==> src/design/afe_pkg.sv <==
/*
  shared widths, bus map and housekeeping offsets for the analog front end
  region field is 3 bits starting at REGION_LSB, so each region spans 1 MiB
*/
`default_nettype none

package afe_pkg;

  //////////////////////////////
  // sample widths
  //////////////////////////////

  parameter int SMP_W = 14; // ADC and DAC resolution

  typedef logic signed [SMP_W-1:0] smp_t; // two's complement sample
  typedef logic        [SMP_W-1:0] code_t; // raw converter code, negative slope

  //////////////////////////////
  // system bus
  //////////////////////////////

  parameter int BUS_AW = 32;
  parameter int BUS_DW = 32;

  parameter int N_REGIONS  = 8; // one-hot region selects
  parameter int REGION_LSB = 20; // region field is addr[22:20]

  //////////////////////////////
  // housekeeping (region 0)
  //////////////////////////////

  // offsets within region 0, word aligned
  typedef enum logic [REGION_LSB-1:0] {
    HK_ID   = 'h0, // read only
    HK_LOOP = 'h4, // bit 0 digital loopback
    HK_LED  = 'h8  // bits 7:0 LEDs
  } hk_reg_e;

  parameter logic [BUS_DW-1:0] HK_ID_VAL = 32'h0AFE_0001; // board id, rev 1

endpackage

`default_nettype wire

==> src/design/adc_frontend.sv <==
/*
  one register stage from raw code to two's complement, loopback muxed before it
  raw code is negative slope, converted by keeping the MSB and inverting the rest
*/
`timescale 1ns/1ps
`default_nettype none

module adc_frontend #(
  parameter int SMP_W = 14
) (
  input  wire             adc_clk,
  input  wire             arst_n_i,
  input  afe_pkg::code_t  adc_dat_a_i, // CH1 raw
  input  afe_pkg::code_t  adc_dat_b_i, // CH2 raw
  input  afe_pkg::smp_t   loop_a_i, // saturated DAC value
  input  afe_pkg::smp_t   loop_b_i,
  input  logic            digital_loop_i,
  output afe_pkg::smp_t   adc_a_o,
  output afe_pkg::smp_t   adc_b_o
);

  afe_pkg::smp_t conv_a; // converted raw codes
  afe_pkg::smp_t conv_b;

  // negative slope code to two's complement
  assign conv_a = {adc_dat_a_i[SMP_W-1], ~adc_dat_a_i[SMP_W-2:0]};
  assign conv_b = {adc_dat_b_i[SMP_W-1], ~adc_dat_b_i[SMP_W-2:0]};

  //////////////////////////////
  // sample register
  //////////////////////////////

  // loopback taken at the same edge, so both paths see one cycle latency
  always_ff @(posedge adc_clk or negedge arst_n_i)
  begin
    if (!arst_n_i)
    begin
      adc_a_o <= '0;
      adc_b_o <= '0;
    end
    else
    begin
      adc_a_o <= digital_loop_i ? loop_a_i : conv_a;
      adc_b_o <= digital_loop_i ? loop_b_i : conv_b;
    end
  end

endmodule

`default_nettype wire

==> src/design/afe_top.sv <==
/*
  analog front end top, everything on adc_clk, no registers at this level
  asg and pid contributions come in from outside, converted ADC values go out
*/
`timescale 1ns/1ps
`default_nettype none

module afe_top (
  input  wire                              adc_clk,
  input  wire                              arst_n_i,
  // ADC
  input  afe_pkg::code_t                   adc_dat_a_i, // CH1 raw
  input  afe_pkg::code_t                   adc_dat_b_i, // CH2 raw
  output afe_pkg::smp_t                    adc_a_o,
  output afe_pkg::smp_t                    adc_b_o,
  // DAC contributions
  input  afe_pkg::smp_t                    asg_a_i,
  input  afe_pkg::smp_t                    asg_b_i,
  input  afe_pkg::smp_t                    pid_a_i,
  input  afe_pkg::smp_t                    pid_b_i,
  output afe_pkg::code_t                   dac_dat_a_o,
  output afe_pkg::code_t                   dac_dat_b_o,
  // LEDs
  output logic [7:0]                       led_o,
  // system bus
  input  logic [afe_pkg::BUS_AW-1:0]       sys_addr_i,
  input  logic [afe_pkg::BUS_DW-1:0]       sys_wdata_i,
  input  logic                             sys_wen_i,
  input  logic                             sys_ren_i,
  output logic [afe_pkg::BUS_DW-1:0]       sys_rdata_o,
  output logic                             sys_ack_o,
  output logic                             sys_err_o
);

  //////////////////////////////
  // local wires
  //////////////////////////////

  logic                        hk_wen;
  logic                        hk_ren;
  logic [afe_pkg::BUS_DW-1:0]  hk_rdata;
  logic                        hk_ack;
  logic                        hk_err;

  logic                        digital_loop; // from housekeeping
  afe_pkg::smp_t               dac_a; // saturated sums, fed back for loopback
  afe_pkg::smp_t               dac_b;

  //////////////////////////////
  // bus decode and housekeeping
  //////////////////////////////

  sys_bus_decoder i_sys_bus_decoder (
    .adc_clk     (adc_clk),
    .arst_n_i    (arst_n_i),
    .sys_addr_i  (sys_addr_i),
    .sys_wen_i   (sys_wen_i),
    .sys_ren_i   (sys_ren_i),
    .sys_rdata_o (sys_rdata_o),
    .sys_ack_o   (sys_ack_o),
    .sys_err_o   (sys_err_o),
    .hk_wen_o    (hk_wen),
    .hk_ren_o    (hk_ren),
    .hk_rdata_i  (hk_rdata),
    .hk_ack_i    (hk_ack),
    .hk_err_i    (hk_err)
  );

  hk_regs i_hk_regs (
    .adc_clk        (adc_clk),
    .arst_n_i       (arst_n_i),
    .addr_i         (sys_addr_i[afe_pkg::REGION_LSB-1:0]), // offset only
    .wdata_i        (sys_wdata_i),
    .wen_i          (hk_wen),
    .ren_i          (hk_ren),
    .rdata_o        (hk_rdata),
    .ack_o          (hk_ack),
    .err_o          (hk_err),
    .digital_loop_o (digital_loop),
    .led_o          (led_o)
  );

  //////////////////////////////
  // sample paths
  //////////////////////////////

  adc_frontend #(
    .SMP_W (afe_pkg::SMP_W)
  ) i_adc_frontend (
    .adc_clk        (adc_clk),
    .arst_n_i       (arst_n_i),
    .adc_dat_a_i    (adc_dat_a_i),
    .adc_dat_b_i    (adc_dat_b_i),
    .loop_a_i       (dac_a),
    .loop_b_i       (dac_b),
    .digital_loop_i (digital_loop),
    .adc_a_o        (adc_a_o),
    .adc_b_o        (adc_b_o)
  );

  dac_backend #(
    .SMP_W (afe_pkg::SMP_W)
  ) i_dac_backend (
    .adc_clk     (adc_clk),
    .arst_n_i    (arst_n_i),
    .asg_a_i     (asg_a_i),
    .asg_b_i     (asg_b_i),
    .pid_a_i     (pid_a_i),
    .pid_b_i     (pid_b_i),
    .dac_a_o     (dac_a),
    .dac_b_o     (dac_b),
    .dac_dat_a_o (dac_dat_a_o),
    .dac_dat_b_o (dac_dat_b_o)
  );

endmodule

`default_nettype wire

==> src/design/dac_backend.sv <==
/*
  asg + pid summed one bit wide, clamped to SMP_W bits, registered as DAC code
  dac_a_o and dac_b_o are combinational and meant for the loopback path
*/
`timescale 1ns/1ps
`default_nettype none

module dac_backend #(
  parameter int SMP_W = 14
) (
  input  wire             adc_clk,
  input  wire             arst_n_i,
  input  afe_pkg::smp_t   asg_a_i,
  input  afe_pkg::smp_t   asg_b_i,
  input  afe_pkg::smp_t   pid_a_i,
  input  afe_pkg::smp_t   pid_b_i,
  output afe_pkg::smp_t   dac_a_o, // saturated sum
  output afe_pkg::smp_t   dac_b_o,
  output afe_pkg::code_t  dac_dat_a_o, // to DAC pins
  output afe_pkg::code_t  dac_dat_b_o
);

  logic signed [SMP_W:0] sum_a; // one guard bit
  logic signed [SMP_W:0] sum_b;

  // clamp when guard and sign bits disagree
  function automatic logic [SMP_W-1:0] sat(input logic [SMP_W:0] s);
    if (s[SMP_W] != s[SMP_W-1])
      sat = {s[SMP_W], {(SMP_W-1){~s[SMP_W]}}}; // most positive / most negative
    else
      sat = s[SMP_W-1:0];
  endfunction

  // two's complement back to negative slope code
  function automatic logic [SMP_W-1:0] to_code(input logic [SMP_W-1:0] v);
    to_code = {v[SMP_W-1], ~v[SMP_W-2:0]};
  endfunction

  //////////////////////////////
  // sum and saturation
  //////////////////////////////

  assign sum_a = {asg_a_i[SMP_W-1], asg_a_i} + {pid_a_i[SMP_W-1], pid_a_i};
  assign sum_b = {asg_b_i[SMP_W-1], asg_b_i} + {pid_b_i[SMP_W-1], pid_b_i};

  assign dac_a_o = sat(sum_a);
  assign dac_b_o = sat(sum_b);

  // output register, new sample every cycle
  always_ff @(posedge adc_clk or negedge arst_n_i)
  begin
    if (!arst_n_i)
    begin
      dac_dat_a_o <= '0;
      dac_dat_b_o <= '0;
    end
    else
    begin
      dac_dat_a_o <= to_code(dac_a_o);
      dac_dat_b_o <= to_code(dac_b_o);
    end
  end

  // code keeps the true sign of last cycle's sum, also when clamped
  a_code_a : assert property (
    @(posedge adc_clk) disable iff (!arst_n_i)
    1'b1 |=> (dac_dat_a_o[SMP_W-1] == $past(sum_a[SMP_W]))
  );

  a_code_b : assert property (
    @(posedge adc_clk) disable iff (!arst_n_i)
    1'b1 |=> (dac_dat_b_o[SMP_W-1] == $past(sum_b[SMP_W]))
  );

endmodule

`default_nettype wire

==> src/design/hk_regs.sv <==
/*
  housekeeping registers, decodes only the offset bits, region is checked upstream
  acks every access on the next cycle, err on ID write or unknown offset
*/
`timescale 1ns/1ps
`default_nettype none

module hk_regs (
  input  wire                              adc_clk,
  input  wire                              arst_n_i,
  // bus, region 0 only
  input  logic [afe_pkg::REGION_LSB-1:0]   addr_i,
  input  logic [afe_pkg::BUS_DW-1:0]       wdata_i,
  input  logic                             wen_i,
  input  logic                             ren_i,
  output logic [afe_pkg::BUS_DW-1:0]       rdata_o,
  output logic                             ack_o,
  output logic                             err_o,
  // configuration
  output logic                             digital_loop_o,
  output logic [7:0]                       led_o
);

  logic                        addr_ok; // offset is one of hk_reg_e
  logic                        bad; // access gets err
  logic [afe_pkg::BUS_DW-1:0]  rd_mux;
  logic                        loop_q;
  logic [7:0]                  led_q;

  //////////////////////////////
  // offset decode
  //////////////////////////////

  always_comb
  begin
    addr_ok = 1'b1;
    rd_mux  = '0;
    case (addr_i)
      afe_pkg::HK_ID:   rd_mux = afe_pkg::HK_ID_VAL;
      afe_pkg::HK_LOOP: rd_mux = {{(afe_pkg::BUS_DW-1){1'b0}}, loop_q};
      afe_pkg::HK_LED:  rd_mux = {{(afe_pkg::BUS_DW-8){1'b0}}, led_q};
      default:          addr_ok = 1'b0;
    endcase
  end

  // ID is read only
  assign bad = !addr_ok || (wen_i && (addr_i == afe_pkg::HK_ID));

  //////////////////////////////
  // registers
  //////////////////////////////

  always_ff @(posedge adc_clk or negedge arst_n_i)
  begin
    if (!arst_n_i)
    begin
      loop_q <= 1'b0;
      led_q  <= '0;
    end
    else if (wen_i && !bad)
    begin
      if (addr_i == afe_pkg::HK_LOOP)
        loop_q <= wdata_i[0];
      if (addr_i == afe_pkg::HK_LED)
        led_q <= wdata_i[7:0];
    end
  end

  // response, always one cycle after the strobe
  always_ff @(posedge adc_clk or negedge arst_n_i)
  begin
    if (!arst_n_i)
    begin
      ack_o   <= 1'b0;
      err_o   <= 1'b0;
      rdata_o <= '0;
    end
    else
    begin
      ack_o   <= wen_i | ren_i;
      err_o   <= (wen_i | ren_i) & bad;
      rdata_o <= (ren_i && addr_ok) ? rd_mux : '0; // zero on writes and errors
    end
  end

  assign digital_loop_o = loop_q;
  assign led_o          = led_q;

  // single-cycle ack, master never strobes during its own ack
  a_ack_pulse : assert property (
    @(posedge adc_clk) disable iff (!arst_n_i)
    ack_o |=> !ack_o
  );

endmodule

`default_nettype wire

==> src/design/sys_bus_decoder.sv <==
/*
  splits the bus into N_REGIONS by addr[REGION_LSB+:3], only region 0 is populated
  master must not raise wen and ren together nor strobe again before the ack
*/
`timescale 1ns/1ps
`default_nettype none

module sys_bus_decoder (
  input  wire                          adc_clk,
  input  wire                          arst_n_i,
  // master side
  input  logic [afe_pkg::BUS_AW-1:0]   sys_addr_i,
  input  logic                         sys_wen_i,
  input  logic                         sys_ren_i,
  output logic [afe_pkg::BUS_DW-1:0]   sys_rdata_o,
  output logic                         sys_ack_o,
  output logic                         sys_err_o,
  // region 0, housekeeping
  output logic                         hk_wen_o,
  output logic                         hk_ren_o,
  input  logic [afe_pkg::BUS_DW-1:0]   hk_rdata_i,
  input  logic                         hk_ack_i,
  input  logic                         hk_err_i
);

  localparam int RG_W = $clog2(afe_pkg::N_REGIONS); // region field width

  logic [RG_W-1:0]               region; // addressed region index
  logic [afe_pkg::N_REGIONS-1:0] cs; // one-hot chip select
  logic                          strobe;
  logic [afe_pkg::N_REGIONS-1:0] sel_q; // region of the access in flight

  //////////////////////////////
  // address decode
  //////////////////////////////

  assign region = sys_addr_i[afe_pkg::REGION_LSB +: RG_W];
  assign cs     = afe_pkg::N_REGIONS'(1) << region;
  assign strobe = sys_wen_i | sys_ren_i;

  assign hk_wen_o = sys_wen_i & cs[0];
  assign hk_ren_o = sys_ren_i & cs[0];

  // remember who was addressed, one cycle only
  // for regions 1..7 this register is the ack itself
  always_ff @(posedge adc_clk or negedge arst_n_i)
  begin
    if (!arst_n_i)
      sel_q <= '0;
    else
      sel_q <= cs & {afe_pkg::N_REGIONS{strobe}};
  end

  //////////////////////////////
  // response mux
  //////////////////////////////

  always_comb
  begin
    sys_rdata_o = '0;
    sys_ack_o   = 1'b0;
    sys_err_o   = 1'b0;
    if (sel_q[0])
    begin
      sys_rdata_o = hk_rdata_i;
      sys_ack_o   = hk_ack_i;
      sys_err_o   = hk_err_i;
    end
    else if (|sel_q[afe_pkg::N_REGIONS-1:1])
    begin
      sys_ack_o = 1'b1; // empty slot, zero data and no error
    end
  end

  //////////////////////////////
  // protocol checks
  //////////////////////////////

  a_one_strobe : assert property (
    @(posedge adc_clk) disable iff (!arst_n_i)
    !(sys_wen_i && sys_ren_i)
  );

  // covers region 0 too, so hk_regs latency is checked at the master port
  a_ack_after_strobe : assert property (
    @(posedge adc_clk) disable iff (!arst_n_i)
    strobe |=> sys_ack_o
  );

  a_no_stray_ack : assert property (
    @(posedge adc_clk) disable iff (!arst_n_i)
    sys_ack_o |-> $past(strobe)
  );

endmodule

`default_nettype wire

==> config.mk <==
export PLATFORM = sky130hd
export DESIGN_NAME = afe_top
export DESIGN_NICKNAME = d
export VERILOG_FILES = /design/src/design/afe_pkg.sv /design/src/design/adc_frontend.sv /design/src/design/afe_top.sv /design/src/design/dac_backend.sv /design/src/design/hk_regs.sv /design/src/design/sys_bus_decoder.sv
export SDC_FILE = /design/constraint.sdc
export NUM_CORES = 1
export LEC_CHECK = 0
export ABC_AREA = 1
export BUFFER_PORTS_ARGS = -buffer_cell sky130_fd_sc_hd__buf_2
export CORE_MARGIN = 2
export CORE_UTILIZATION = 52
export DETAILED_ROUTE_END_ITERATION = 8
export GPL_TIMING_DRIVEN = 0
export HOLD_SLACK_MARGIN = 0.15
export PLACE_DENSITY_LB_ADDON = 0.3
export SETUP_SLACK_MARGIN = 0.1
export SLEW_MARGIN = 20
export SYNTH_ARGS = -nofsm -noshare
export SYNTH_HDL_FRONTEND = slang
export SYNTH_HIERARCHICAL = 1
export SYNTH_SLANG_ARGS = --single-unit
==> constraint.sdc <==
create_clock -name adc_clk -period 2.79 [get_ports adc_clk]
set_input_delay 0.4185 -clock adc_clk [delete_from_list [all_inputs] [get_ports adc_clk]]
set_output_delay 0.4185 -clock adc_clk [all_outputs]
set_load 0.05 [all_outputs]
* Yosys cells after proc, flatten, opt, wreduce, memory -nomap -nowiden
Index checks and enable logic that the tools add are counted.
** Storage, ports and cells
- Flip-flop bits (word level) :: 107
- Input bits :: 152
- Output and inout port bits :: 98
- Logic and storage cells :: 51
** Operators by class
- Reduce and logical (&&, ||, !) cells :: 11
- Bitwise gates (word level) :: 12
- Shift-type cells :: 1
- Equal/unequal tests :: 4
- Mux-type cells :: 11
- Add/subtract/negate cells :: 2
** Operators by type and width (count)
- one-hot mux 28 bit (3 select lines) :: 1
- two-way mux 14 bit :: 4
- NOT 13 bit :: 4
- two-way mux 32 bit :: 1
- adder 14 x 14 -> 15 bit :: 2
- two-way mux 28 bit :: 1
- equality test 20 x 3 -> 1 bit, second input constant :: 1
- equality test 20 x 4 -> 1 bit, second input constant :: 1
- zero test 20 bit :: 1
- AND 8 bit :: 1
- << shifter 1 x 3 -> 8 bit, first input constant :: 1
- OR reduction 7 bit :: 1
- two-way mux 1 bit :: 4
- AND reduction 2 bit :: 2
- AND 1 bit :: 3
- logical AND 1 bit :: 3
- OR reduction 3 bit :: 1
- zero test 1 bit :: 2
- != test 1 bit :: 2
- NOT 1 bit :: 2
- bitwise OR 1 bit :: 2
- logical OR 1 bit :: 1

* Depth between registers and ports, before layout
- Depth after elaboration :: 8
- Mapped depth :: 16
- Gate-level depth less buffers :: 15

* By module
The synthesis kept the hierarchy.
** By module, submodules not included
- dac_backend :: times used 1, sequential area each 700.7 um2, cells each 418, area an instance 2811.4 um2
- hk_regs :: times used 1, sequential area each 500.5 um2, cells each 142, area an instance 1134.8 um2
- adc_frontend :: times used 1, sequential area each 700.7 um2, cells each 93, area an instance 1097.3 um2
- sys_bus_decoder :: times used 1, sequential area each 200.2 um2, cells each 110, area an instance 626.9 um2

* Worst setup path before layout
OpenSTA, ideal clock, no wires.
- Path type :: input to register
- From :: input port asg_a_i[0]
- To :: register i_adc_frontend.adc_a_o[2]
- Buffers on the path :: 1
- Arrival :: 2.028 ns
- Slack :: 0.636 ns
- Data required time :: 2.663 ns
- Cell stages on the path :: 15
- Library setup time :: 0.127 ns
- Cells stage by stage :: ha_1 -> fa_1 -> nand2_1 -> nand2_1 -> nand3_1 -> nand2_1 -> nand2_2 -> nand2_2 -> nand2_1 -> nand2_1 -> nand2_1 -> buf_2 -> nand2_1 -> nand2_1 -> o21ai_0
** On the way
- Longest elaborated chain between the ends :: 4
- Elaborated cells on any way between the ends :: 5
- Classes of those cells :: add/sub (1); eq/ne (1); mux (2); bitwise (1)
** Ends and longest elaborated chain
- start, declared :: line afe_top.sv:17 : input afe_pkg::smp_t asg_a_i,
- adder 14 x 14 -> 15 bit (*) :: line dac_backend.sv:43 : assign sum_a = {asg_a_i[SMP_W-1], asg_a_i} + {pid_a_i[SMP_W-1], pid_a_i};
- != test 1 bit / NOT 1 bit (equally long branches) :: line dac_backend.sv:28, dac_backend.sv:29
- two-way mux 14 bit (*) :: line dac_backend.sv:28 : if (s[SMP_W] != s[SMP_W-1])
- via dac_a[2] :: line afe_top.sv:46 : afe_pkg::smp_t dac_a;
- two-way mux 14 bit (*) :: line adc_frontend.sv:43 : adc_a_o <= digital_loop_i ? loop_a_i : conv_a;
- end signal, assigned :: line adc_frontend.sv:43
- end, declared :: line adc_frontend.sv:18 : output afe_pkg::smp_t adc_a_o,
The timed path passes the listed nets; every way through them passes the cells marked *.
A chain may end at the register's enable or synchronous reset.

* Worst setup path after layout
Same ends and word-level chain as after synthesis.

==> summary.md <==
| Metric | Value |
|---|---|
| Status | `finished clean` |
| Sequential area share after synthesis | `between 30 and 40%` |
| H-tree depth | `3` |
| Clock slew at reported path FFs | `0.09 ns` |
| Initial antenna violation count | `1` |
| Worst setup path end | `i_adc_frontend/adc_a_o[2]` |
| Setup TNS | `0 ns` |
| R2R Path Start | `i_hk_regs/digital_loop_o` |
| Synth top area share | `between 30% and 40%` |
| Number of global-route vias before repair | `roughly 5000` |
| Worst setup EP type | `flop` |
| DRT Wirelength | `12.9 mm` |
| Clk_skew | `0.00341 ns` |
| CTS resizes | `0` |
| Non-Filler Instances | `1136` |
| Vias | `5274` |
| Chip Width | `108 um` |
| Reg-to-reg slack, setup | `about 1.8 ns` |
| GRT Overall Usage | `22.8%` |
| Core area | `10700 sq um` |
| Power Density | `around 600 nW/um^2` |
| Largest net degree at the start of global routing | `56` |
| Num CTS Buffers | `9` |
| WS Path Type | `in -> reg` |
| Synth Flop Type | `dfrtp_1` |
| Max-slew violations | `0` |
| Crit path max fanout | `10` |
| First-pass GRT wire length | `21.4 mm` |
| FILL cells | `965` |
| Pre-antenna DRT Iters | `4` |
| CP required | `3.01 ns` |
| Mapped Area | `roughly 5700 sq um` |
| Synth Register Bits | `84` |
| Nets | `1173` |
| ANT nets after route | `0` |
| Fin Hold WS | `0.226 ns` |
| Clock buffer depth | `2` |
| Hold Buf Count CTS | `1` |
| Total grt overflow | `0` |
| Multi-input gate area in the final layout | `2840 sq um` |
| CTS tree | `yes` |
| Iteration-0 DRC Markers | `235` |
| Count of final hold-check violations | `0` |
| I/O pin cnt | `250` |
| Tcrit/Tclk final | `79.1%` |
| Initial Utilization | `52.8%` |
| Cells after synthesis | `763` |
| Fmax | `453 MHz` |
| CP arrival | `2.43 ns` |
| Post-synth EDFFs | `0` |
| Leak Pwr | `approximately 0.0045 uW` |
| CP startpoint | `asg_a_i[0]` |
| Yosys cell types | `37` |
| R2R depth | `4` |
| Fin crit period | `between 2 and 2.5 ns` |
| Die Y | `108 um` |
| Register area | `2100 sq um` |
| Reg2reg end | `i_adc_frontend/adc_a_o[10]` |
| Synth top area cells | `dfrtp_1 (37%), nand2_1 (18%), inv_1 (7.1%), ha_1 (6.2%), nor2_1 (4.2%)` |
| Area after DPL | `6930 sq um` |
| HP Class | `in -> reg` |
| Cell row count | `38` |
| Remaining DRCs | `0` |
| RSZ-0062 raised after global routing | `false` |
| Mean Syn Cell Area | `7.43 sq um` |
| Share of cells above drive strength 1 | `31.9%` |
| Worst IR drop on VDD | `between 0.3 and 0.4 mV` |
| Wire per inst | `11.4 um` |
| Setup-failing EPs final | `0` |
| Post-CTS Setup Inserts | `0` |
| Cell with the most instances after synthesis | `nand2_1` |
| Clk root buf | `clkbuf_8` |
| FFs w/ async S/R, synth | `100%` |
| Crit path launch type | `input pin` |
| CTS Sinks | `84` |
| Vias per inst | `between 4 and 5` |
| Area leader, netlist | `dfrtp_1` |
| Final Cell Area | `7130 sq um` |
| Total design power | `4390 uW` |
| Die area | `11800 sq um` |
| Placer Congestion | `0.879` |
| Diode count | `0` |
| Commonest cells in the synthesized netlist | `nand2_1 (269), inv_1 (107), dfrtp_1 (84)` |
| I/O Buffers | `201` |
| Synth warn | `6` |
| Max_cap viols | `0` |
| Clock Latency Late Sink | `0.34 ns` |
| Inst Count DP | `1119` |
| Syn-to-layout area delta | `25.7%` |
| DP Wirelength | `around 11 mm` |
## worst min-delay path by stage
| stage | start | to | depth (start not counted) |
|---|---|---|---|
| 2_1_floorplan | arst_n_i | i_adc_frontend/adc_a_o[0] | 0 |
| 3_3_place_gp | i_hk_regs/led_o[5] | i_hk_regs/led_o[5] | 2 |
| 3_5_place_dp | arst_n_i | i_dac_backend/dac_dat_a_o[3] | 1 |
| 4_1_cts | adc_dat_a_i[11] | i_adc_frontend/adc_a_o[11] | 2 |
| 5_1_grt | adc_dat_b_i[3] | i_adc_frontend/adc_b_o[3] | 2 |
| 6_report | adc_dat_b_i[3] | i_adc_frontend/adc_b_o[3] | 2 |
## state kept, by name, indices dropped and copies added, names as in the netlist
signal,flops
i_hk_regs/led_o,8
i_hk_regs/ack_o,1
i_adc_frontend/adc_a_o,14
i_hk_regs/err_o,1
i_dac_backend/dac_dat_b_o,14
i_sys_bus_decoder/sel_q,8
i_adc_frontend/adc_b_o,14
i_dac_backend/dac_dat_a_o,14
i_hk_regs/digital_loop_o,1
i_hk_regs/rdata_o,9
## report_power, final
part	leakage (uW)	switching [uW]	internal, uW	total, uW
Combinational	0.00336	1520	562	2080
Sequential	0.00104	63.0	1440	1500
Clock	0.0000897	453	356	809
## cells by family (layout without fill, tap and decap cells)
group           count (synthesis)  after routing  share of synthesized area, %
compound gates                 76             76                          9.18
xor+xnor                       17             17                          2.63
fa+ha+maj                      30             30                          6.88
buf+inv                       151            370                          13.8
flops                          84             84                          37.1
other cells                     1             15                        0.0661
simple gates                  404            404                          30.4
## metrics by stage
stage,utilization (%),setup WS [ns]
floorplan,-,0.636
global placement,64.3,0.288
detailed placement,64.5,0.232
CTS,66.3,0.603
global route,66.3,0.416
finish,66.3,0.584
## cells in the final DEF, fill, tap and decap left out, drive strengths merged
cell,netlist,final
a21boi,2,2
a21oi,43,43
and2,6,6
buf,38,240
clkbuf,4,14
clkinv,1,2
clkinvlp,0,2
conb,1,15
dfrtp,84,84
dlygate4sd3,0,1
fa,2,2
ha,28,28
inv,108,111
nand2,283,283
nand3,30,30
nand4,14,14
nor2,67,67
nor3,2,2
o21ai,28,28
o21bai,3,3
or2,2,2
xnor2,4,4
xor2,13,13
## per-layer routing
layer	routed length [um]	global-route usage, %	part of all wire, %
met5	11	0	0.085
met4	329	8.61	2.5
met3	676	4.10	5.2
met2	6480	40.8	50
met1	5430	27.0	42
## worst max-delay path: stages
cell and delay (ns):
buf_2 0.10, ha_1 0.24, fa_1 0.40, nand2_1 0.07, nand2_1 0.06, nand3_1 0.06, nand2_1 0.11, nand2_2 0.12
nand2_2 0.06, nand2_1 0.07, nand2_1 0.05, nand2_1 0.18, buf_2 0.24, nand2_1 0.08, nand2_1 0.07, o21ai_0 0.09
## area by class of cell
| cell class | instances | area share [%] |
|---|---|---|
| tap | 140 | 2.46 |
| multi-input combinational | 542 | 39.8 |
| inverter | 109 | 5.81 |
| timing repair buffer | 203 | 14.7 |
| sequential | 84 | 29.5 |
| buffer | 42 | 5.14 |
| clock buffer | 10 | 1.93 |
| clock inverter | 6 | 0.649 |
Note: power is estimated with default switching activity, not from simulation.
